--- src/common/obi_config.svh ---
// obi subsystem parameters

`ifndef OBI_CONFIG_SVH
`define OBI_CONFIG_SVH

// byte address width on both the core and bus sides
`define OBI_ADDR_WIDTH 32

// bus data width, byte enables are this over 8
`define OBI_DATA_WIDTH 32

// memory depth in words
`define OBI_MEM_WORDS 256

// cycles gnt stays low while req is held
`define OBI_GNT_WAIT 2

`endif

--- src/common/lsu_pkg.sv ---
// core side load/store types

`include "obi_config.svh"

package lsu_pkg;

    typedef enum logic {
        LSU_LOAD  = 1'b0,
        LSU_STORE = 1'b1
    } lsu_op_e;

    // access width
    typedef enum logic [1:0] {
        LSU_BYTE = 2'd0,
        LSU_HALF = 2'd1,
        LSU_WORD = 2'd2
    } lsu_size_e;

    // request as issued by the core
    // store data is right-justified
    typedef struct packed {
        lsu_op_e                        op;
        lsu_size_e                      size;
        logic                           is_unsigned;
        logic [`OBI_ADDR_WIDTH-1:0]     addr;
        logic [`OBI_DATA_WIDTH-1:0]     wdata;
    } lsu_req_t;

    // response, qualified by a separate valid
    typedef struct packed {
        logic [`OBI_DATA_WIDTH-1:0]     rdata;
        logic                           err;
    } lsu_rsp_t;

    // aligned request handed to the bus master
    typedef struct packed {
        logic [`OBI_ADDR_WIDTH-1:0]     addr;
        logic                           we;
        logic [`OBI_DATA_WIDTH/8-1:0]   be;
        logic [`OBI_DATA_WIDTH-1:0]     wdata;
    } bus_req_t;

endpackage

--- src/common/obi_pkg.sv ---
// obi bus types

`include "obi_config.svh"

package obi_pkg;

    // master to slave, payload valid while req is high
    typedef struct packed {
        logic                           req;
        logic [`OBI_ADDR_WIDTH-1:0]     addr;
        logic                           we;
        logic [`OBI_DATA_WIDTH/8-1:0]   be;
        logic [`OBI_DATA_WIDTH-1:0]     wdata;
    } obi_req_t;

    // slave to master
    // gnt is the address phase, rvalid/rdata/err the response phase
    typedef struct packed {
        logic                           gnt;
        logic                           rvalid;
        logic [`OBI_DATA_WIDTH-1:0]     rdata;
        logic                           err;
    } obi_rsp_t;

    // master fsm, one outstanding transaction
    typedef enum logic [1:0] {
        OBI_IDLE       = 2'd0,
        OBI_REQUESTING = 2'd1,
        OBI_WAITING    = 2'd2
    } obi_state_e;

endpackage

--- src/obi/obi_master.sv ---
// obi master, single outstanding

`timescale 1ns/1ps
`include "obi_config.svh"

module obi_master (
    input  logic                        clk,
    input  logic                        rst_n,
    // request from the alignment unit
    input  logic                        req_valid_i,
    output logic                        req_ready_o,
    input  lsu_pkg::bus_req_t           req_i,
    // obi bus
    output obi_pkg::obi_req_t           obi_req_o,
    input  obi_pkg::obi_rsp_t           obi_rsp_i,
    // response back, no back-pressure
    output logic                        rsp_valid_o,
    output logic [`OBI_DATA_WIDTH-1:0]  rsp_rdata_o,
    output logic                        rsp_err_o
);

    obi_pkg::obi_state_e  state_q;
    obi_pkg::obi_state_e  state_d;

    // held payload, stable for the whole address phase
    lsu_pkg::bus_req_t    hold_q;

    logic                 accept;

    // only idle can take a new request
    assign req_ready_o = (state_q == obi_pkg::OBI_IDLE);
    assign accept      = req_valid_i && req_ready_o;

    // next state
    always_comb begin
        state_d = state_q;
        case (state_q)
            obi_pkg::OBI_IDLE: begin
                if (accept) begin
                    state_d = obi_pkg::OBI_REQUESTING;
                end
            end
            obi_pkg::OBI_REQUESTING: begin
                // address phase done on gnt
                if (obi_rsp_i.gnt) begin
                    state_d = obi_pkg::OBI_WAITING;
                end
            end
            obi_pkg::OBI_WAITING: begin
                if (obi_rsp_i.rvalid) begin
                    state_d = obi_pkg::OBI_IDLE;
                end
            end
            default: begin
                state_d = obi_pkg::OBI_IDLE;
            end
        endcase
    end

    always_ff @(posedge clk) begin
        if (!rst_n) begin
            state_q <= obi_pkg::OBI_IDLE;
        end else begin
            state_q <= state_d;
        end
    end

    // capture the request on acceptance
    always_ff @(posedge clk) begin
        if (accept) begin
            hold_q <= req_i;
        end
    end

    // req high only in requesting, drops the cycle after gnt
    assign obi_req_o.req   = (state_q == obi_pkg::OBI_REQUESTING);
    assign obi_req_o.addr  = hold_q.addr;
    assign obi_req_o.we    = hold_q.we;
    assign obi_req_o.be    = hold_q.be;
    assign obi_req_o.wdata = hold_q.wdata;

    // response passed straight through while waiting
    assign rsp_valid_o = (state_q == obi_pkg::OBI_WAITING) && obi_rsp_i.rvalid;
    assign rsp_rdata_o = obi_rsp_i.rdata;
    assign rsp_err_o   = obi_rsp_i.err;

endmodule

--- config.mk ---
export PLATFORM = sky130hd
export DESIGN_NAME = obi_master
export DESIGN_NICKNAME = d
export VERILOG_FILES = /design/src/common/lsu_pkg.sv /design/src/common/obi_pkg.sv /design/src/obi/obi_master.sv
export VERILOG_INCLUDE_DIRS = /design/src /design/src/common
export SDC_FILE = /design/constraint.sdc
export NUM_CORES = 1
export LEC_CHECK = 0
export BUFFER_PORTS_ARGS = -buffer_cell sky130_fd_sc_hd__buf_4
export CORE_ASPECT_RATIO = 0.5
export CORE_UTILIZATION = 34
export CTS_CLUSTER_DIAMETER = 150
export CTS_CLUSTER_SIZE = 16
export DETAILED_ROUTE_END_ITERATION = 10
export HOLD_SLACK_MARGIN = 0.02
export PLACE_DENSITY = 0.76
export SLEW_MARGIN = 25
export SYNTH_ARGS = -nofsm -noshare
export SYNTH_HDL_FRONTEND = slang
export SYNTH_SLANG_ARGS = --single-unit
--- constraint.sdc ---
create_clock -name clk -period 2.7 [get_ports clk]
set_input_delay 0.81 -clock clk [delete_from_list [all_inputs] [get_ports clk]]
set_output_delay 0.81 -clock clk [all_outputs]
set_load 0.005 [all_outputs]
* Word level (Yosys, flattened, before mapping)
Cells that the tools add are included.
** Word-level totals
- Register bits after elaboration :: 71
- Bits of input ports :: 107
- Output and inout port bits :: 105
- Logic and storage cells :: 18
** Cells by class
- Equal/unequal tests :: 5
- Muxes and demuxes :: 4
- Reduce and logical (&&, ||, !) cells :: 4
** Operators with widths (number)
- $mux W2 :: 3
- $pmux W2 S3 :: 1
- $ne A2 B1 Y1 const B :: 2
- $reduce_and A3 Y1 :: 1
- $eq A2 B1 Y1 const B :: 1
- $eq A2 B2 Y1 const B :: 1
- $logic_and A1 B1 Y1 :: 2
- $logic_not A2 Y1 :: 1
- $ne A2 B2 Y1 const B :: 1

* Depth between registers and ports, before layout
- Depth after elaboration :: 4
- Gate-level depth with buffers :: 2
- Mapped depth without buffers :: 2

* Worst setup path before layout
Ideal clock, no wire load.
- Path type :: input-to-reg
- From :: input req_valid_i
- To :: register hold_q, in the netlist obi_req_o[0] (enable)
- Library setup time :: 0.435 ns
- Data arrival time :: 2.428 ns
- Required time :: 2.265 ns
- Path slack :: -0.163 ns
- Stages :: 1
- Path buffers :: 0
- Cells stage by stage :: and2_1
** Between the ends
- Cells in the longest elaborated chain, start to end :: 1
** RTL lines
- start: declaration :: line obi_master.sv:10 : input logic req_valid_i,
- $logic_and A1 B1 Y1 :: line obi_master.sv:32 : assign accept = req_valid_i && req_ready_o;
- end signal: assignment :: line obi_master.sv:71 : hold_q <= req_i;
- end: declaration :: line obi_master.sv:26 : lsu_pkg::bus_req_t hold_q;
No other way between the ends.
A chain may end at the register's enable or synchronous reset.

* Worst setup path after layout
- From :: input obi_rsp_i[33] (netlist bit)
- To :: output rsp_valid_o
** Between the ends
- Cells in the longest elaborated chain, start to end :: 1
** RTL lines
- start: declaration :: line obi_master.sv:15 : input obi_pkg::obi_rsp_t obi_rsp_i,
- $logic_and A1 B1 Y1 :: line obi_master.sv:83 : assign rsp_valid_o = (state_q == obi_pkg::OBI_WAITING) && obi_rsp_i.rvalid;
- end: declaration :: line obi_master.sv:17 : output logic rsp_valid_o,
No other way between the ends.

==> reports/metrics.yaml <==
outcome: "complete, no violations"
grt_antenna_before_repair: 0
grt_start_max_net_pins: 37
intPower_mw: 2.07
synth_top_family_by_area: "buffers and inverters"
muxShareOfSynthArea: 0
setup_slack_ns: 0.651
endpoint_kind: "primary output"
cts-resized-gates: 0
postCtsSetupBuffers: 0
cts_hold_buf: 0
fin_worst_skew_ns: 0.00177
drtPass1Iterations: 4
drcViolationCount: 0
htreeDepth: 3
final_common_cell: "buf_4"
cts_tree: "done"
post_drt_wl_per_cell_um: 17.7
grt_usage: 0.150
pin_count: 212
clk_latency_ns: 0.32
dp_slack_ns: 0.647
io_buffers: 145
hold_viol_final: 0
synth_cells: 114
maxSlewHeadroom: 0.704
fin_hold_ws_ns: 0.537
cts_sinks: 71
coreArea_mm2: 0.00681
vias: 1418
drive_above_1_share: 0.684
die-height_um: 61.9
die_area_mm2: 0.00754
dieWidth_um: 122
required_ns: 1.89
mappedNetlistNets: 221
ys_warn_count: 0
finalSetupViolCount: 0
grt_pass1_wl_um: 7900
synthSimpleGateAreaFrac: 0.0303
gp_congestion: 0.698
row_count: 21
fin_util: 0.540
switching_share: 0.202
finalNonFillerCells: 336
overflow: 0
clkPwrFrac: 0.392
synth_xor_area_frac: 0
seq_power_share: 0.511
worst_pin_slew_ns: 0.444
synth_area_mm2: 0.00244
p_switching_mw: 0.524
leakage_nw: 1.55
period_share: 0.759
yosysSeqAreaShare: 0.866
initial_core_util: 0.358
clk_path_buf_depth: 2
hp-class: "flop to flop"
wirelength_um: 5950
start_kind: "input pin"
cts_buffers: 9
p_per_area_mw_per_mm2: 706
dp_cells: 320
final_antenna_net_count: 0
crit_fanout: 2
vdd_drop_max_uv: 317
mostFrequentLayoutCells: "buf_4 (147), edfxtp_1 (69), clkbuf_16 (9)"
slew_viol_final: 0
period_needed_ns: 2.05
comb_power_share: 0.097
arrival_ns: 1.24
finalSetupTns_ns: 0
synthDistinctLibCells: 12
synth-compound-area-share: 0.00205
drt-initial-drc-count: 74
crit_type: "input pin to primary output"
clk_pin_slew_ns: 0.05
final_nets: 346
rsz0062_at_grt: "false"
fmax_ghz: 0.488
cts-root-buf: "clkbuf_16"
max_cap_violations: 0
n_antenna_cell: 0
synth_fa_ha_area_frac: 0
area_growth_pct: 50.7
ys_ff_latch: 71
syn_area_per_cell_um2: 21.4
grt_pass1_vias: 1454
vias_per_cell: 4.22
hold_depth: 2
ff2ff_path_depth: 3
power by group through the flow:
stage	Clock [mW]	Combinational [mW]	Sequential, mW
6_report	1.02	0.252	1.33
5_1_grt	1.10	0.268	1.34
4_1_cts	1.05	0.256	1.33
3_5_place_dp	0	0.255	1.35
3_3_place_gp	0	0.247	1.35
2_1_floorplan	0	0.0754	1.36
stage by stage:
step           cell area (um^2)  total power, mW
5_1_grt                    3680             2.70
4_1_cts                    3680             2.64
3_5_place_dp               3410             1.61
2_1_floorplan              2440             1.43
6_report                   3680             2.60
3_3_place_gp               3410             1.59
layout make-up:
cell class	count	area, um^2
Fill cell	541	3130
Sequential cell	71	2110
Timing Repair Buffer	147	1100
Clock buffer	9	225
Tap cell	92	115
Multi-Input combinational cell	10	80.1
Clock inverter	7	40.0
cell families after synthesis:
kind of cell,count (synthesis)
DFF,71
and+or+nand+nor,9
AOI/OAI and AO/OA,1
buffers and inverters,33
cells in the mapped netlist (all sizes together):
master,count,area share
nand2,1,0.0015
and3b,1,0.0041
dfxtp,2,0.016
edfxtp,69,0.85
nand4bb,1,0.0046
and2b,1,0.0036
buf,33,0.10
nor2,2,0.0031
and2,1,0.0026
nand2b,1,0.0056
o21ai,1,0.0021
nor3b,1,0.0051
routing by layer:
| layer | routed length, um | global-route usage | share of wire | vias up |
|---|---|---|---|---|
| met1 | 1810 | 0.143 | 0.30 | 699 |
| li1 | - | - | - | 642 |
| met3 | 429 | 0.0748 | 0.072 | 24 |
| met4 | 182 | 0.0811 | 0.031 | 0 |
| met5 | 0 | 0 | 0 | - |
| met2 | 3520 | 0.278 | 0.59 | 53 |
worst max-delay path, cell delays in order:
cell     delay [ns]
buf_4          0.11
and3b_2        0.19
buf_4          0.13
path summary, 6_finish.rpt:
kind | startpoint | to | slack (ns)
min reg2reg | state_q[0]$_SDFFE_PN0P_ | state_q[1]$_SDFFE_PN0P_ | 0.54
max | obi_rsp_i[33] | rsp_valid_o | 0.65
min | state_q[0]$_SDFFE_PN0P_ | state_q[1]$_SDFFE_PN0P_ | 0.54
max reg2reg | state_q[1]$_SDFFE_PN0P_ | obi_req_o[68]$_DFFE_PP_ | 1.30
registers in the layout, summed over array words and instances (netlist names):
| name | flops |
|---|---|
| state_q | 2 |
| obi_req_o | 69 |
(Power assumes the default switching activity.)
