File: config.mk
export PLATFORM = sky130hd
export DESIGN_NAME = lsu_align
export DESIGN_NICKNAME = d
export VERILOG_FILES = /design/src/common/lsu_pkg.sv /design/src/logic/lsu_align.sv
export VERILOG_INCLUDE_DIRS = /design/src /design/src/common
export SDC_FILE = /design/constraint.sdc
export NUM_CORES = 1
export LEC_CHECK = 0
export ABC_CLOCK_PERIOD_IN_PS = 2600
export BUFFER_PORTS_ARGS = -buffer_cell sky130_fd_sc_hd__buf_2
export CAP_MARGIN = 20
export CORE_MARGIN = 2
export CORE_UTILIZATION = 45
export CTS_BUF_LIST = sky130_fd_sc_hd__clkbuf_16
export DETAILED_ROUTE_END_ITERATION = 6
export PLACE_DENSITY = 0.87
export SETUP_SLACK_MARGIN = 0.15
export SLEW_MARGIN = 15
export SYNTH_ARGS = -nofsm -noshare
export SYNTH_HDL_FRONTEND = slang
export SYNTH_SLANG_ARGS = --single-unit
File: constraint.sdc
create_clock -name clk -period 2.6 [get_ports clk]
set_input_delay 0.13 -clock clk [delete_from_list [all_inputs] [get_ports clk]]
set_output_delay 0.13 -clock clk [all_outputs]
set_load 0.005 [all_outputs]
File: src/common/obi_config.svh
// obi subsystem parameters

`ifndef OBI_CONFIG_SVH
`define OBI_CONFIG_SVH

// byte address width on both the core and bus sides
`define OBI_ADDR_WIDTH 32

// bus data width, byte enables are this over 8
`define OBI_DATA_WIDTH 32

// memory depth in words
`define OBI_MEM_WORDS 256

// cycles gnt stays low while req is held
`define OBI_GNT_WAIT 2

`endif

File: src/common/lsu_pkg.sv
// core side load/store types

`include "obi_config.svh"

package lsu_pkg;

    typedef enum logic {
        LSU_LOAD  = 1'b0,
        LSU_STORE = 1'b1
    } lsu_op_e;

    // access width
    typedef enum logic [1:0] {
        LSU_BYTE = 2'd0,
        LSU_HALF = 2'd1,
        LSU_WORD = 2'd2
    } lsu_size_e;

    // request as issued by the core
    // store data is right-justified
    typedef struct packed {
        lsu_op_e                        op;
        lsu_size_e                      size;
        logic                           is_unsigned;
        logic [`OBI_ADDR_WIDTH-1:0]     addr;
        logic [`OBI_DATA_WIDTH-1:0]     wdata;
    } lsu_req_t;

    // response, qualified by a separate valid
    typedef struct packed {
        logic [`OBI_DATA_WIDTH-1:0]     rdata;
        logic                           err;
    } lsu_rsp_t;

    // aligned request handed to the bus master
    typedef struct packed {
        logic [`OBI_ADDR_WIDTH-1:0]     addr;
        logic                           we;
        logic [`OBI_DATA_WIDTH/8-1:0]   be;
        logic [`OBI_DATA_WIDTH-1:0]     wdata;
    } bus_req_t;

endpackage

File: src/logic/lsu_align.sv
// load/store alignment unit

`timescale 1ns/1ps
`include "obi_config.svh"

module lsu_align (
    input  logic                        clk,
    input  logic                        rst_n,
    // core side
    input  logic                        core_valid_i,
    output logic                        core_ready_o,
    input  lsu_pkg::lsu_req_t           core_req_i,
    output logic                        core_rsp_valid_o,
    output lsu_pkg::lsu_rsp_t           core_rsp_o,
    // bus master side
    output logic                        bus_valid_o,
    input  logic                        bus_ready_i,
    output lsu_pkg::bus_req_t           bus_req_o,
    input  logic                        bus_rvalid_i,
    input  logic [`OBI_DATA_WIDTH-1:0]  bus_rdata_i,
    input  logic                        bus_err_i
);

    localparam int DW   = `OBI_DATA_WIDTH;
    localparam int BEW  = `OBI_DATA_WIDTH / 8;
    localparam int OFFW = $clog2(BEW);

    logic [OFFW-1:0]     offset;
    logic [BEW-1:0]      be;
    logic                misaligned;
    logic                accept;

    // captured at acceptance, used when the load data returns
    logic [OFFW-1:0]     offset_q;
    lsu_pkg::lsu_size_e  size_q;
    logic                unsigned_q;

    logic [DW-1:0]       shifted;
    logic [DW-1:0]       load_data;

    logic                rsp_valid_q;
    lsu_pkg::lsu_rsp_t   rsp_q;

    assign offset = core_req_i.addr[OFFW-1:0];

    // byte enables and natural alignment check
    always_comb begin
        be         = '0;
        misaligned = 1'b0;
        case (core_req_i.size)
            lsu_pkg::LSU_BYTE: begin
                be = BEW'(1) << offset;
            end
            lsu_pkg::LSU_HALF: begin
                be         = BEW'(3) << offset;
                misaligned = offset[0];
            end
            lsu_pkg::LSU_WORD: begin
                be         = '1;
                misaligned = (offset != '0);
            end
            // unused size code, treat as bad access
            default: begin
                misaligned = 1'b1;
            end
        endcase
    end

    // master ready doubles as core ready
    assign core_ready_o = bus_ready_i;
    assign accept       = core_valid_i && bus_ready_i;
    // misaligned accesses never reach the bus
    assign bus_valid_o  = core_valid_i && !misaligned;

    assign bus_req_o.addr  = {core_req_i.addr[`OBI_ADDR_WIDTH-1:OFFW], {OFFW{1'b0}}};
    assign bus_req_o.we    = (core_req_i.op == lsu_pkg::LSU_STORE);
    assign bus_req_o.be    = be;
    // move store data up to its lanes
    assign bus_req_o.wdata = core_req_i.wdata << {offset, 3'b000};

    always_ff @(posedge clk) begin
        if (accept) begin
            offset_q   <= offset;
            size_q     <= core_req_i.size;
            unsigned_q <= core_req_i.is_unsigned;
        end
    end

    // bring the addressed lanes down to bit 0
    assign shifted = bus_rdata_i >> {offset_q, 3'b000};

    // sign or zero extension
    always_comb begin
        case (size_q)
            lsu_pkg::LSU_BYTE: begin
                load_data = {{(DW-8){shifted[7] & ~unsigned_q}}, shifted[7:0]};
            end
            lsu_pkg::LSU_HALF: begin
                load_data = {{(DW-16){shifted[15] & ~unsigned_q}}, shifted[15:0]};
            end
            default: begin
                load_data = shifted;
            end
        endcase
    end

    // response strobe
    always_ff @(posedge clk) begin
        if (!rst_n) begin
            rsp_valid_q <= 1'b0;
        end else begin
            rsp_valid_q <= bus_rvalid_i || (accept && misaligned);
        end
    end

    // response payload, errors return zero data
    always_ff @(posedge clk) begin
        if (bus_rvalid_i) begin
            rsp_q.rdata <= bus_err_i ? '0 : load_data;
            rsp_q.err   <= bus_err_i;
        end else if (accept && misaligned) begin
            rsp_q.rdata <= '0;
            rsp_q.err   <= 1'b1;
        end
    end

    assign core_rsp_valid_o = rsp_valid_q;
    assign core_rsp_o       = rsp_q;

endmodule

# ---- Word-level counts from Yosys, hierarchy flattened
# Index checks and enable logic that the tools add are counted.
dict set report classes {
  eq_ne 3
  n_shift 4
  mux 6
  n_bitwise 3
  n_reduce_logical 9
}
# op count
set ops {}
lappend ops {{33-bit 2-to-1 mux} 2}
lappend ops {{32-bit one-hot mux with 2 select lines} 1}
lappend ops {{32-bit 2-to-1 mux} 1}
lappend ops {{32-bit by 5-bit << shifter with 32-bit output} 1}
lappend ops {{32-bit by 5-bit right shift with 32-bit output} 1}
lappend ops {{4-bit one-hot mux with 3 select lines} 1}
lappend ops {{2-bit by 1-bit == test with 1-bit output (second input constant)} 2}
lappend ops {{2-bit zero test} 2}
lappend ops {{2-bit nonzero test} 2}
lappend ops {{1-bit by 2-bit << shifter with 4-bit output (first input constant)} 1}
lappend ops {{2-bit by 2-bit << shifter with 4-bit output (first input constant)} 1}
lappend ops {{1-bit logical AND} 3}
lappend ops {{1-bit one-hot mux with 3 select lines} 1}
lappend ops {{1-bit AND} 2}
lappend ops {{2-bit == test (second input constant)} 1}
lappend ops {{1-bit zero test} 1}
lappend ops {{1-bit logical OR} 1}
lappend ops {{1-bit NOT} 1}
dict set report totals {
  register_bits 39
  inputBits 106
  out_inout_bits 105
}

# ---- Longest topological paths before layout
# Gate-level depths: netlist of the first run.
dict set report logic_depth {
  depth_word 5
  depth_mapped 6
  depth_no_buf 3
}

# ---- Worst setup path after synthesis of the first run
# OpenSTA, ideal clock, no wires.
dict set report synth_path {
  path_type {flip-flop to flip-flop}
  from {register offset_q[1]}
  to {register rsp_q (netlist bit core_rsp_o[13]) (data pin)}
  setup_ns 0.268
  arrival_ns 1.388
  slack_ns 0.944
  stages_incl_launch_ff 6
  n_path_buf 2
  cell_sequence {edfxtp_1 > buf_2 > buf_4 > mux2_2 > a221oi_1 > nor3_1}
}
dict set report synth_between {
  elab_chain_len 5
}
# item line
set synth_lines {}
lappend synth_lines {{start: declaration} lsu_align.sv:34} ;# logic [OFFW-1:0] offset_q;
lappend synth_lines {{start signal: assignment} lsu_align.sv:83} ;# offset_q <= offset;
lappend synth_lines {{32-bit by 5-bit right shift with 32-bit output *} lsu_align.sv:90} ;# assign shifted = bus_rdata_i >> {offset_q, 3'b000};
lappend synth_lines {{1-bit AND} lsu_align.sv:96} ;# load_data = {{(DW-8){shifted[7] & ~unsigned_q}}, shifted[7:0]};
lappend synth_lines {{32-bit one-hot mux with 2 select lines *} lsu_align.sv:94} ;# case (size_q)
lappend synth_lines {{32-bit 2-to-1 mux *} lsu_align.sv:119} ;# rsp_q.rdata <= bus_err_i ? '0 : load_data;
lappend synth_lines {{33-bit 2-to-1 mux *} lsu_align.sv:118} ;# if (bus_rvalid_i) begin
lappend synth_lines {{end: declaration} lsu_align.sv:42} ;# lsu_pkg::lsu_rsp_t rsp_q;
# Mark *: on every way between the ends. The rest lies on a longest branch, timed or not.
# A chain may end at the register's enable or synchronous reset.

# ---- Worst setup path in the final report of the first run
dict set report layout_path {
  from {register offset_q[0]}
  to {register rsp_q (netlist bit core_rsp_o[12]) (data pin)}
}
# The elaborated chain is that of the path after synthesis.

==> results.json, run 1 <==
{
  "die_w_um": 85.3,
  "grt_max_degree": 42,
  "antenna_found_initial": 0,
  "wire_per_inst_um": 18.8,
  "dpl.cell_count": 464,
  "synth_edf_count": 38,
  "powerDensity_mw_per_mm2": 485,
  "cts_buffers": 5,
  "fin_skew_ns": 0.00265,
  "clock_latency_ns": 0.28,
  "cts_buffer_depth": 2,
  "ys_top_cells_by_area": "edfxtp_1 (38%), mux2i_1 (9.4%), buf_4 (8.8%)",
  "layout.nets": 500,
  "cts_tree": "done",
  "design_area_mm2": 0.00360,
  "peakVddDrop_mv": 0.370,
  "clock-sinks": 39,
  "synth_cell_type_count": 39,
  "vias": 2647,
  "period_share_pct": 69.2,
  "p_leak_nw": 1.66,
  "post_drt_via_cell_ratio": 5.61,
  "cp.required_ns": 2.62,
  "areaGrowthSynthToFinish_pct": 21.0,
  "dr.pass1.iters": 5,
  "finalMaxSlewViolations": 0,
  "ys_warn_count": 0,
  "dp.final_hpwl_um": 6820,
  "endpoint_kind": "flip-flop",
  "ant_nets": 0,
  "drive_above_1_share_pct": 47.8,
  "grt_pass1_wl_um": 13200,
  "grt_pass1_vias": 2456,
  "initial_core_util_pct": 46.6,
  "crit_type": "flip-flop to flip-flop",
  "finalNonFillerCells": 472,
  "tightestPinTransition_ns": 0.825,
  "fin_setup_tns_ns": 0,
  "cts_root_buf": "clkbuf_16",
  "cp_data_arrival_time_ns": 1.81,
  "diodes": 0,
  "postCtsSetupRepairBufs": 0,
  "syn_inst": 292,
  "synth_top_area_share_pct": 38.4,
  "crit_path_start_kind": "flip-flop",
  "slew_headroom_pct": 45.0,
  "ys_async_sr_fraction_pct": 0,
  "htreeDepth": 2,
  "syn_avg_cell_area_um2": 10.2,
  "ys.flop_type": "edfxtp_1",
  "row_count": 29,
  "drv_cap": 0,
  "drt_iter0_markers": 167,
  "period_needed_ns": 1.80,
  "final-setup-viol-count": 0,
  "routed_wl_um": 8870,
  "core-area_mm2": 0.00639,
  "hold_buffers": 0,
  "gr-total-overflow": 0,
  "cp_max_fo": 14,
  "gp_congestion": 0.925,
  "dieArea_mm2": 0.00728,
  "portBuffers": 146,
  "finish.utilization_pct": 56.3,
  "clk_pin_slew_ns": 0.05,
  "post-route-drc-count": 0,
  "io_pins": 211,
  "place_area_mm2": 0.00346,
  "p_total_mw": 1.75,
  "cts_resized": 0,
  "hold_path.class": "input pin to flip-flop",
  "max_freq_ghz": 0.556,
  "hold_violations": 0,
  "yosysSeqAreaShare_pct": 39.0,
  "synth_seq_cells": 39,
  "status": "finished, final reports clean",
  "grt_usage_pct": 23.2,
  "rsz0062_at_grt": "no",
  "dieHeight_um": 85.3,
  "mappedNetlistArea_mm2": 0.00297,
  "yosysTopAreaCell": "edfxtp_1"
}
-- kinds of logic after synthesis --
family | Yosys count | share of synthesized area, %
AO/OA/AOI/OAI | 67 | 17.7
flip-flops | 39 | 39.0
buffers and inverters | 61 | 13.6
AND/OR/NAND/NOR | 79 | 13.3
multiplexers | 45 | 16.2
other | 1 | 0.126
-- state kept, by name, summed over array words and instances (netlist names) --
signal and flops:
offset_q 2, unsigned_q 1, core_rsp_valid_o 1, core_rsp_o 33, size_q 2
-- routing by layer --
| layer | vias to the layer above | GRT usage, % | wire length (um) |
|---|---|---|---|
| li1 | 1246 | - | - |
| met1 | 1212 | 27.9 | 3250 |
| met2 | 175 | 39.1 | 4360 |
| met3 | 14 | 9.05 | 1120 |
| met4 | 0 | 5.92 | 140 |
| met5 | - | 0 | 0 |
-- power breakdown --
group / leakage (nW) / switching (mW) / total (mW) / internal (mW)
logic: 1.18 / 0.231 / 0.423 / 0.192
clock network: 0.0762 / 0.224 / 0.570 / 0.346
registers: 0.408 / 0.0137 / 0.753 / 0.739
total: 1.66 / 0.468 / 1.75 / 1.28
-- path summary, 6_finish.rpt --
path                            slack, ns             end           start  cells past startpoint
worst max register to register       0.80  core_rsp_o[12]     offset_q[0]                      4
worst min register to register       0.89  core_rsp_o[16]      unsigned_q                      3
worst min-delay path                 0.03      unsigned_q  core_req_i[64]                      1
worst max-delay path                 0.80  core_rsp_o[12]     offset_q[0]                      4
-- layout make-up --
class / instances / area [um2]
timing repair buffer: 153 / 783
clock buffer: 5 / 125
clock inverter: 3 / 12.5
fill: 585 / 2790
multi-input combinational: 193 / 1410
tap: 77 / 96.3
sequential: 39 / 1160
inverter: 2 / 7.51
-- placed cells by master (no fill, tap or decap), drive strengths merged, types with 2 or more instances in the layout --
| master | count |
|---|---|
| nand2 | 16 |
| mux2 | 16 |
| o21a | 2 |
| a221oi | 8 |
| nand3 | 8 |
| buf | 153 |
| conb | 2 |
| inv | 4 |
| nor2b | 13 |
| nor3 | 8 |
| a21oi | 9 |
| edfxtp | 38 |
| o31ai | 17 |
| nand2b | 2 |
| clkbuf | 5 |
| a211oi | 15 |
| o21ai | 10 |
| mux2i | 28 |
| nor2 | 18 |
| and2 | 10 |
-- Yosys cell counts (2+ instances only) --
library cell and instances:
buf_6 2, buf_4 35, a211oi_1 15, a21oi_1 9
nand2_1 16, mux2_1 2, nand2b_1 2, clkbuf_1 9
buf_1 2, and2_1 10, buf_2 9, nor2_1 18
inv_1 2, mux2i_1 28, a221oi_1 8, nor3_1 8
edfxtp_1 38, nor2b_1 13, o31ai_2 10, o21a_1 2
o31ai_1 7, mux2_2 14, o21ai_0 10, nand3_1 8
-- critical path, cell delays in order, from the launching register on --
cell      delay [ns]
edfxtp_1        0.33
buf_4           0.20
mux4_2          0.54
a21boi_2        0.34
nor3_1          0.12
-- metrics by stage --
step | setup slack [ns] | hold WS (ns)
3_5_place_dp | 0.726 | 0.260
3_3_place_gp | 0.779 | 0.260
5_1_grt | 0.622 | 0.0283
6_report | 0.802 | 0.0306
4_1_cts | 0.798 | 0.0268
2_1_floorplan | 0.944 | 0.229
Note: power is estimated with default switching activity, not from simulation.
==> inputs of run 2 (changes only) <==
--- a/config.mk
+++ b/config.mk
@@ -6,14 +6,14 @@
 export SDC_FILE = /design/constraint.sdc
 export NUM_CORES = 1
 export LEC_CHECK = 0
-export ABC_CLOCK_PERIOD_IN_PS = 2600
+export ABC_CLOCK_PERIOD_IN_PS = 1550
 export BUFFER_PORTS_ARGS = -buffer_cell sky130_fd_sc_hd__buf_2
 export CAP_MARGIN = 20
 export CORE_MARGIN = 2
-export CORE_UTILIZATION = 45
+export CORE_UTILIZATION = 38
 export CTS_BUF_LIST = sky130_fd_sc_hd__clkbuf_16
 export DETAILED_ROUTE_END_ITERATION = 6
-export PLACE_DENSITY = 0.87
+export PLACE_DENSITY = 0.78
 export SETUP_SLACK_MARGIN = 0.15
 export SLEW_MARGIN = 15
 export SYNTH_ARGS = -nofsm -noshare
==> constraint.sdc (replaced) <==
create_clock -name clk -period 1.55 [get_ports clk]
set_input_delay 0.0775 -clock clk [delete_from_list [all_inputs] [get_ports clk]]
set_output_delay 0.0775 -clock clk [all_outputs]
set_load 0.005 [all_outputs]
==> results.json, run 2 (synthesis results as in run 1) <==
{
  "grt_pass1_wl_um": 13100,
  "rsz0062_at_grt": "yes",
  "mostFrequentLayoutCells": "buf_2 (146), edfxtp_1 (38), mux2i_1 (25)",
  "vias": 2765,
  "die_w_um": 92.5,
  "row_count": 32,
  "gr-total-overflow": 0,
  "status": "finished with violations",
  "max_freq_ghz": 0.633,
  "cts_buffers": 5,
  "cts_buffer_depth": 2,
  "fill_cells": 673,
  "antenna_found_initial": 1,
  "drt_iter0_markers": 117,
  "rrSetupSlack_ns": -0.03,
  "r2r_end": "core_rsp_o[15]",
  "cts_tree": "done",
  "p_leak_nw": 1.82,
  "hold_path.class": "input pin to flip-flop",
  "final-seq-area_mm2": 0.00116,
  "dr.pass1.iters": 4,
  "cp_data_arrival_time_ns": 1.61,
  "wire_per_inst_um": 18.4,
  "min_from": "bus_rvalid_i",
  "design_area_mm2": 0.00404,
  "dieArea_mm2": 0.00855,
  "reg2reg_from": "offset_q[0]",
  "grt_pass1_vias": 2428,
  "grt_usage_pct": 19.8,
  "powerDensity_mw_per_mm2": 807,
  "grt_max_degree": 34,
  "dp_slack_ns": -0.107,
  "cts_root_buf": "clkbuf_16",
  "cp_max_fo": 8,
  "period_share_pct": 102,
  "clock-sinks": 39,
  "final-setup-viol-count": 9,
  "gp_congestion": 0.919,
  "setup_slack_ns": -0.0309,
  "areaGrowthSynthToFinish_pct": 35.8,
  "peakVddDrop_mv": 0.390,
  "largest_reg_flops": 33,
  "finalMaxSlewViolations": 0,
  "crit_type": "flip-flop to flip-flop",
  "drv_cap": 0,
  "hold_violations": 0,
  "fin_setup_tns_ns": -0.157,
  "final_common_cell": "buf_2",
  "crit_path_start_kind": "flip-flop",
  "clock_latency_ns": 0.28,
  "holdPathStages": 2,
  "post-route-drc-count": 0,
  "violations": "setup timing",
  "initial_core_util_pct": 38.9,
  "routed_wl_um": 9510,
  "post_drt_via_cell_ratio": 5.35,
  "clk_pin_slew_ns": 0.06,
  "holdWs_ns": 0.0509,
  "dieHeight_um": 92.5,
  "ant_nets": 0,
  "io_pins": 211,
  "core-area_mm2": 0.00765,
  "r2r_cells": 3,
  "period_needed_ns": 1.58,
  "cp.required_ns": 1.58,
  "fin_skew_ns": 0.00280,
  "place_area_mm2": 0.00364,
  "drive_above_1_share_pct": 56.3,
  "endpoint_kind": "flip-flop",
  "dp.final_hpwl_um": 7070,
  "htreeDepth": 2,
  "portBuffers": 146,
  "layout.nets": 519,
  "multiInputGateArea_mm2": 0.00159,
  "min_delay_worst_endpoint": "core_rsp_valid_o"
}
[run 2: metal layers]
metal	up-vias	wire length, um	global-route usage (%)
li1	1296	-	-
met1	1289	3510	22.9
met2	168	4760	33.5
met3	12	1080	7.49
met4	0	163	6.97
met5	-	0	0
[run 2: metrics by stage]
stage / util (%) / power [mW] / instances
2_1_floorplan: - / 1.78 / 293
3_3_place_gp: 47.6 / 2.03 / 500
3_5_place_dp: 47.6 / 2.04 / 500
4_1_cts: 50.8 / 3.19 / 513
5_1_grt: 52.8 / 3.38 / 517
6_report: 52.8 / 3.26 / 517
[run 2: how the worst max path moves through the flow]
| stage | slack, ns | endpoint | startpoint | cells after the start |
|---|---|---|---|---|
| 5_1_grt | -0.08 | core_rsp_o[14] | offset_q[1] | 5 |
| 4_1_cts | -0.02 | core_rsp_o[13] | offset_q[0] | 3 |
| 2_1_floorplan | 0.03 | core_rsp_o[13] | offset_q[1] | 5 |
| 3_3_place_gp | -0.07 | core_rsp_o[10] | offset_q[1] | 4 |
| 6_report | -0.03 | core_rsp_o[15] | offset_q[0] | 3 |
| 3_5_place_dp | -0.11 | core_rsp_o[10] | offset_q[1] | 4 |
[run 2: worst max-delay path, stage by stage (launching register included)]
cell,delay [ns]
edfxtp_1,0.38
mux4_2,0.56
a21boi_4,0.29
nor3_1,0.10
[run 2: cell type report]
cell class	instances	share of cell area, %
Clock inverter	3	0.961
Timing Repair Buffer	171	24.3
Multi-Input combinational cell	194	39.5
Sequential cell	39	28.8
Clock buffer	5	3.10
Antenna cell	1	0.0620
Tap cell	102	3.16
Inverter	2	0.186
[run 2: repair_timing]
item,in CTS,in global routing
hold endpoints to repair,2,0
buffers inserted,3,1
resized for setup,7,25
pin swaps,1,4
hold buffers,2,0
setup endpoints to repair,30,35
cloned,0,2
[run 2: report_power, final]
part           internal [mW]  switching, mW
clock                  0.750          0.391
sequential              1.24         0.0233
combinational          0.410          0.443
==> inputs of run 3 (changes only) <==
--- a/config.mk
+++ b/config.mk
@@ -6,7 +6,7 @@
 export SDC_FILE = /design/constraint.sdc
 export NUM_CORES = 1
 export LEC_CHECK = 0
-export ABC_CLOCK_PERIOD_IN_PS = 1550
+export ABC_CLOCK_PERIOD_IN_PS = 1400
 export BUFFER_PORTS_ARGS = -buffer_cell sky130_fd_sc_hd__buf_2
 export CAP_MARGIN = 20
 export CORE_MARGIN = 2
==> constraint.sdc (replaced) <==
create_clock -name clk -period 1.4 [get_ports clk]
set_input_delay 0.07 -clock clk [delete_from_list [all_inputs] [get_ports clk]]
set_output_delay 0.07 -clock clk [all_outputs]
set_load 0.005 [all_outputs]
==> results.json, run 3 (synthesis results as in run 1) <==
{
  "setup_slack_ns": -0.221,
  "violations": "setup timing",
  "max_freq_ghz": 0.617,
  "mostFrequentLayoutCells": "buf_2 (146), edfxtp_1 (38), mux2i_1 (28)",
  "design_area_mm2": 0.00435,
  "areaGrowthSynthToFinish_pct": 46.1,
  "portBuffers": 146,
  "r2r_cells": 5,
  "gr-total-overflow": 0,
  "cts_root_buf": "clkbuf_16",
  "clk_pin_slew_ns": 0.06,
  "place_area_mm2": 0.00370,
  "hold_path.class": "input pin to flip-flop",
  "holdPathStages": 1,
  "period_needed_ns": 1.62,
  "dpl.cell_count": 505,
  "dieArea_mm2": 0.00855,
  "post_drt_via_cell_ratio": 5.37,
  "io_pins": 211,
  "p_total_mw": 3.71,
  "fin_setup_tns_ns": -3.72,
  "dp.final_hpwl_um": 7400,
  "p_comb_share_pct": 28.4,
  "drive_above_1_share_pct": 60.0,
  "slowest_stage": "edfxtp_1",
  "p_leak_nw": 1.92,
  "final-setup-viol-count": 27,
  "clockPowerShare_pct": 34.0,
  "finalNonFillerCells": 522,
  "antenna_found_initial": 0,
  "diodes": 0,
  "grt_usage_pct": 21.5,
  "dieHeight_um": 92.5,
  "period_share_pct": 116,
  "cts_buffer_depth": 2,
  "final_common_cell": "buf_2",
  "gp_congestion": 0.969,
  "layout.nets": 525,
  "min_delay_worst_endpoint": "size_q[1]",
  "seqPwrFrac_pct": 37.7,
  "holdWs_ns": 0.0134,
  "core-area_mm2": 0.00765,
  "peakVddDrop_mv": 0.499,
  "powerDensity_mw_per_mm2": 854,
  "internal-power_mw": 2.71,
  "finish.utilization_pct": 56.8,
  "rsz0062_at_grt": "yes",
  "clock_latency_ns": 0.28,
  "cts_tree": "done",
  "grt_pass1_vias": 2644,
  "grt_pass1_wl_um": 14200,
  "status": "finished with violations",
  "grt_max_degree": 34,
  "fin_skew_ns": 0.00607,
  "finalMaxSlewViolations": 0,
  "path_cells": "buf_6, buf_12, mux2_4, a221oi_2, nor3_2",
  "die_w_um": 92.5,
  "reg2reg_from": "offset_q[1]",
  "rrSetupSlack_ns": -0.22,
  "cts_buffers": 5,
  "row_count": 32,
  "post-route-drc-count": 0,
  "drt_iter0_markers": 123,
  "endpoint_kind": "flip-flop",
  "slowest_delay_ns": 0.42,
  "cp.required_ns": 1.43,
  "swShare_pct": 26.8,
  "crit_type": "flip-flop to flip-flop",
  "initial_core_util_pct": 38.9,
  "drv_cap": 0,
  "crit_path_start_kind": "flip-flop",
  "ant_nets": 0,
  "hold_violations": 0,
  "wire_per_inst_um": 19.4,
  "min_from": "core_req_i[66]",
  "dr.pass1.iters": 4,
  "htreeDepth": 2,
  "switchingPower_mw": 0.996,
  "cp_data_arrival_time_ns": 1.65,
  "clock-sinks": 39,
  "dp_slack_ns": -0.296,
  "r2r_end": "core_rsp_o[15]",
  "cp_max_fo": 6,
  "routed_wl_um": 10100,
  "vias": 2802,
  "largest_reg_flops": 33
}
## run 3: how the worst max path moves through the flow
stage          slack, ns             end  cells after the start         from
5_1_grt            -0.26  core_rsp_o[15]                      5  offset_q[1]
3_5_place_dp       -0.30  core_rsp_o[11]                      4  offset_q[1]
3_3_place_gp       -0.21  core_rsp_o[10]                      4  offset_q[1]
6_report           -0.22  core_rsp_o[15]                      5  offset_q[1]
4_1_cts            -0.16  core_rsp_o[13]                      3  offset_q[0]
2_1_floorplan      -0.12  core_rsp_o[13]                      5  offset_q[1]
## run 3: worst max-delay path, delay by kind of cell, from the launching register on
kind / cells / cell delay (ns)
AO/OA/AOI/OAI: 1 / 0.28
buffers and inverters: 2 / 0.29
flip-flops: 1 / 0.42
multiplexers: 1 / 0.32
AND/OR/NAND/NOR: 1 / 0.06
## run 3: final cells by class
| class | instances | area [um2] |
|---|---|---|
| Fill cell | 682 | 3300 |
| Sequential cell | 39 | 1160 |
| Multi-Input combinational cell | 193 | 1740 |
| Inverter | 2 | 11.3 |
| Clock inverter | 3 | 38.8 |
| Timing Repair Buffer | 178 | 1140 |
| Tap cell | 102 | 128 |
| Clock buffer | 5 | 125 |
## run 3: timing repair
item,CTS,global route
endpoints found under the hold margin,2,0
cloned,1,3
resized for setup,19,42
pin swaps,3,8
endpoints found under the setup margin,40,47
setup buffers,0,3
hold buffers,2,0
## run 3: power groups by stage
stage / Combinational [mW] / Clock [mW] / Sequential (mW)
after CTS: 0.905 / 1.27 / 1.40
final: 1.05 / 1.26 / 1.40
after global routing: 1.13 / 1.33 / 1.40
after floorplan: 0.542 / 0 / 1.43
after global placement: 0.849 / 0 / 1.42
after detailed placement: 0.862 / 0 / 1.42
## run 3: metal layers
layer  vias up  track usage, %  wire, um
met3        12            10.1      1330
met2       164            38.3      5190
met1      1323            22.6      3420
met5         -               0         0
li1       1303               -         -
met4         0            5.97       171
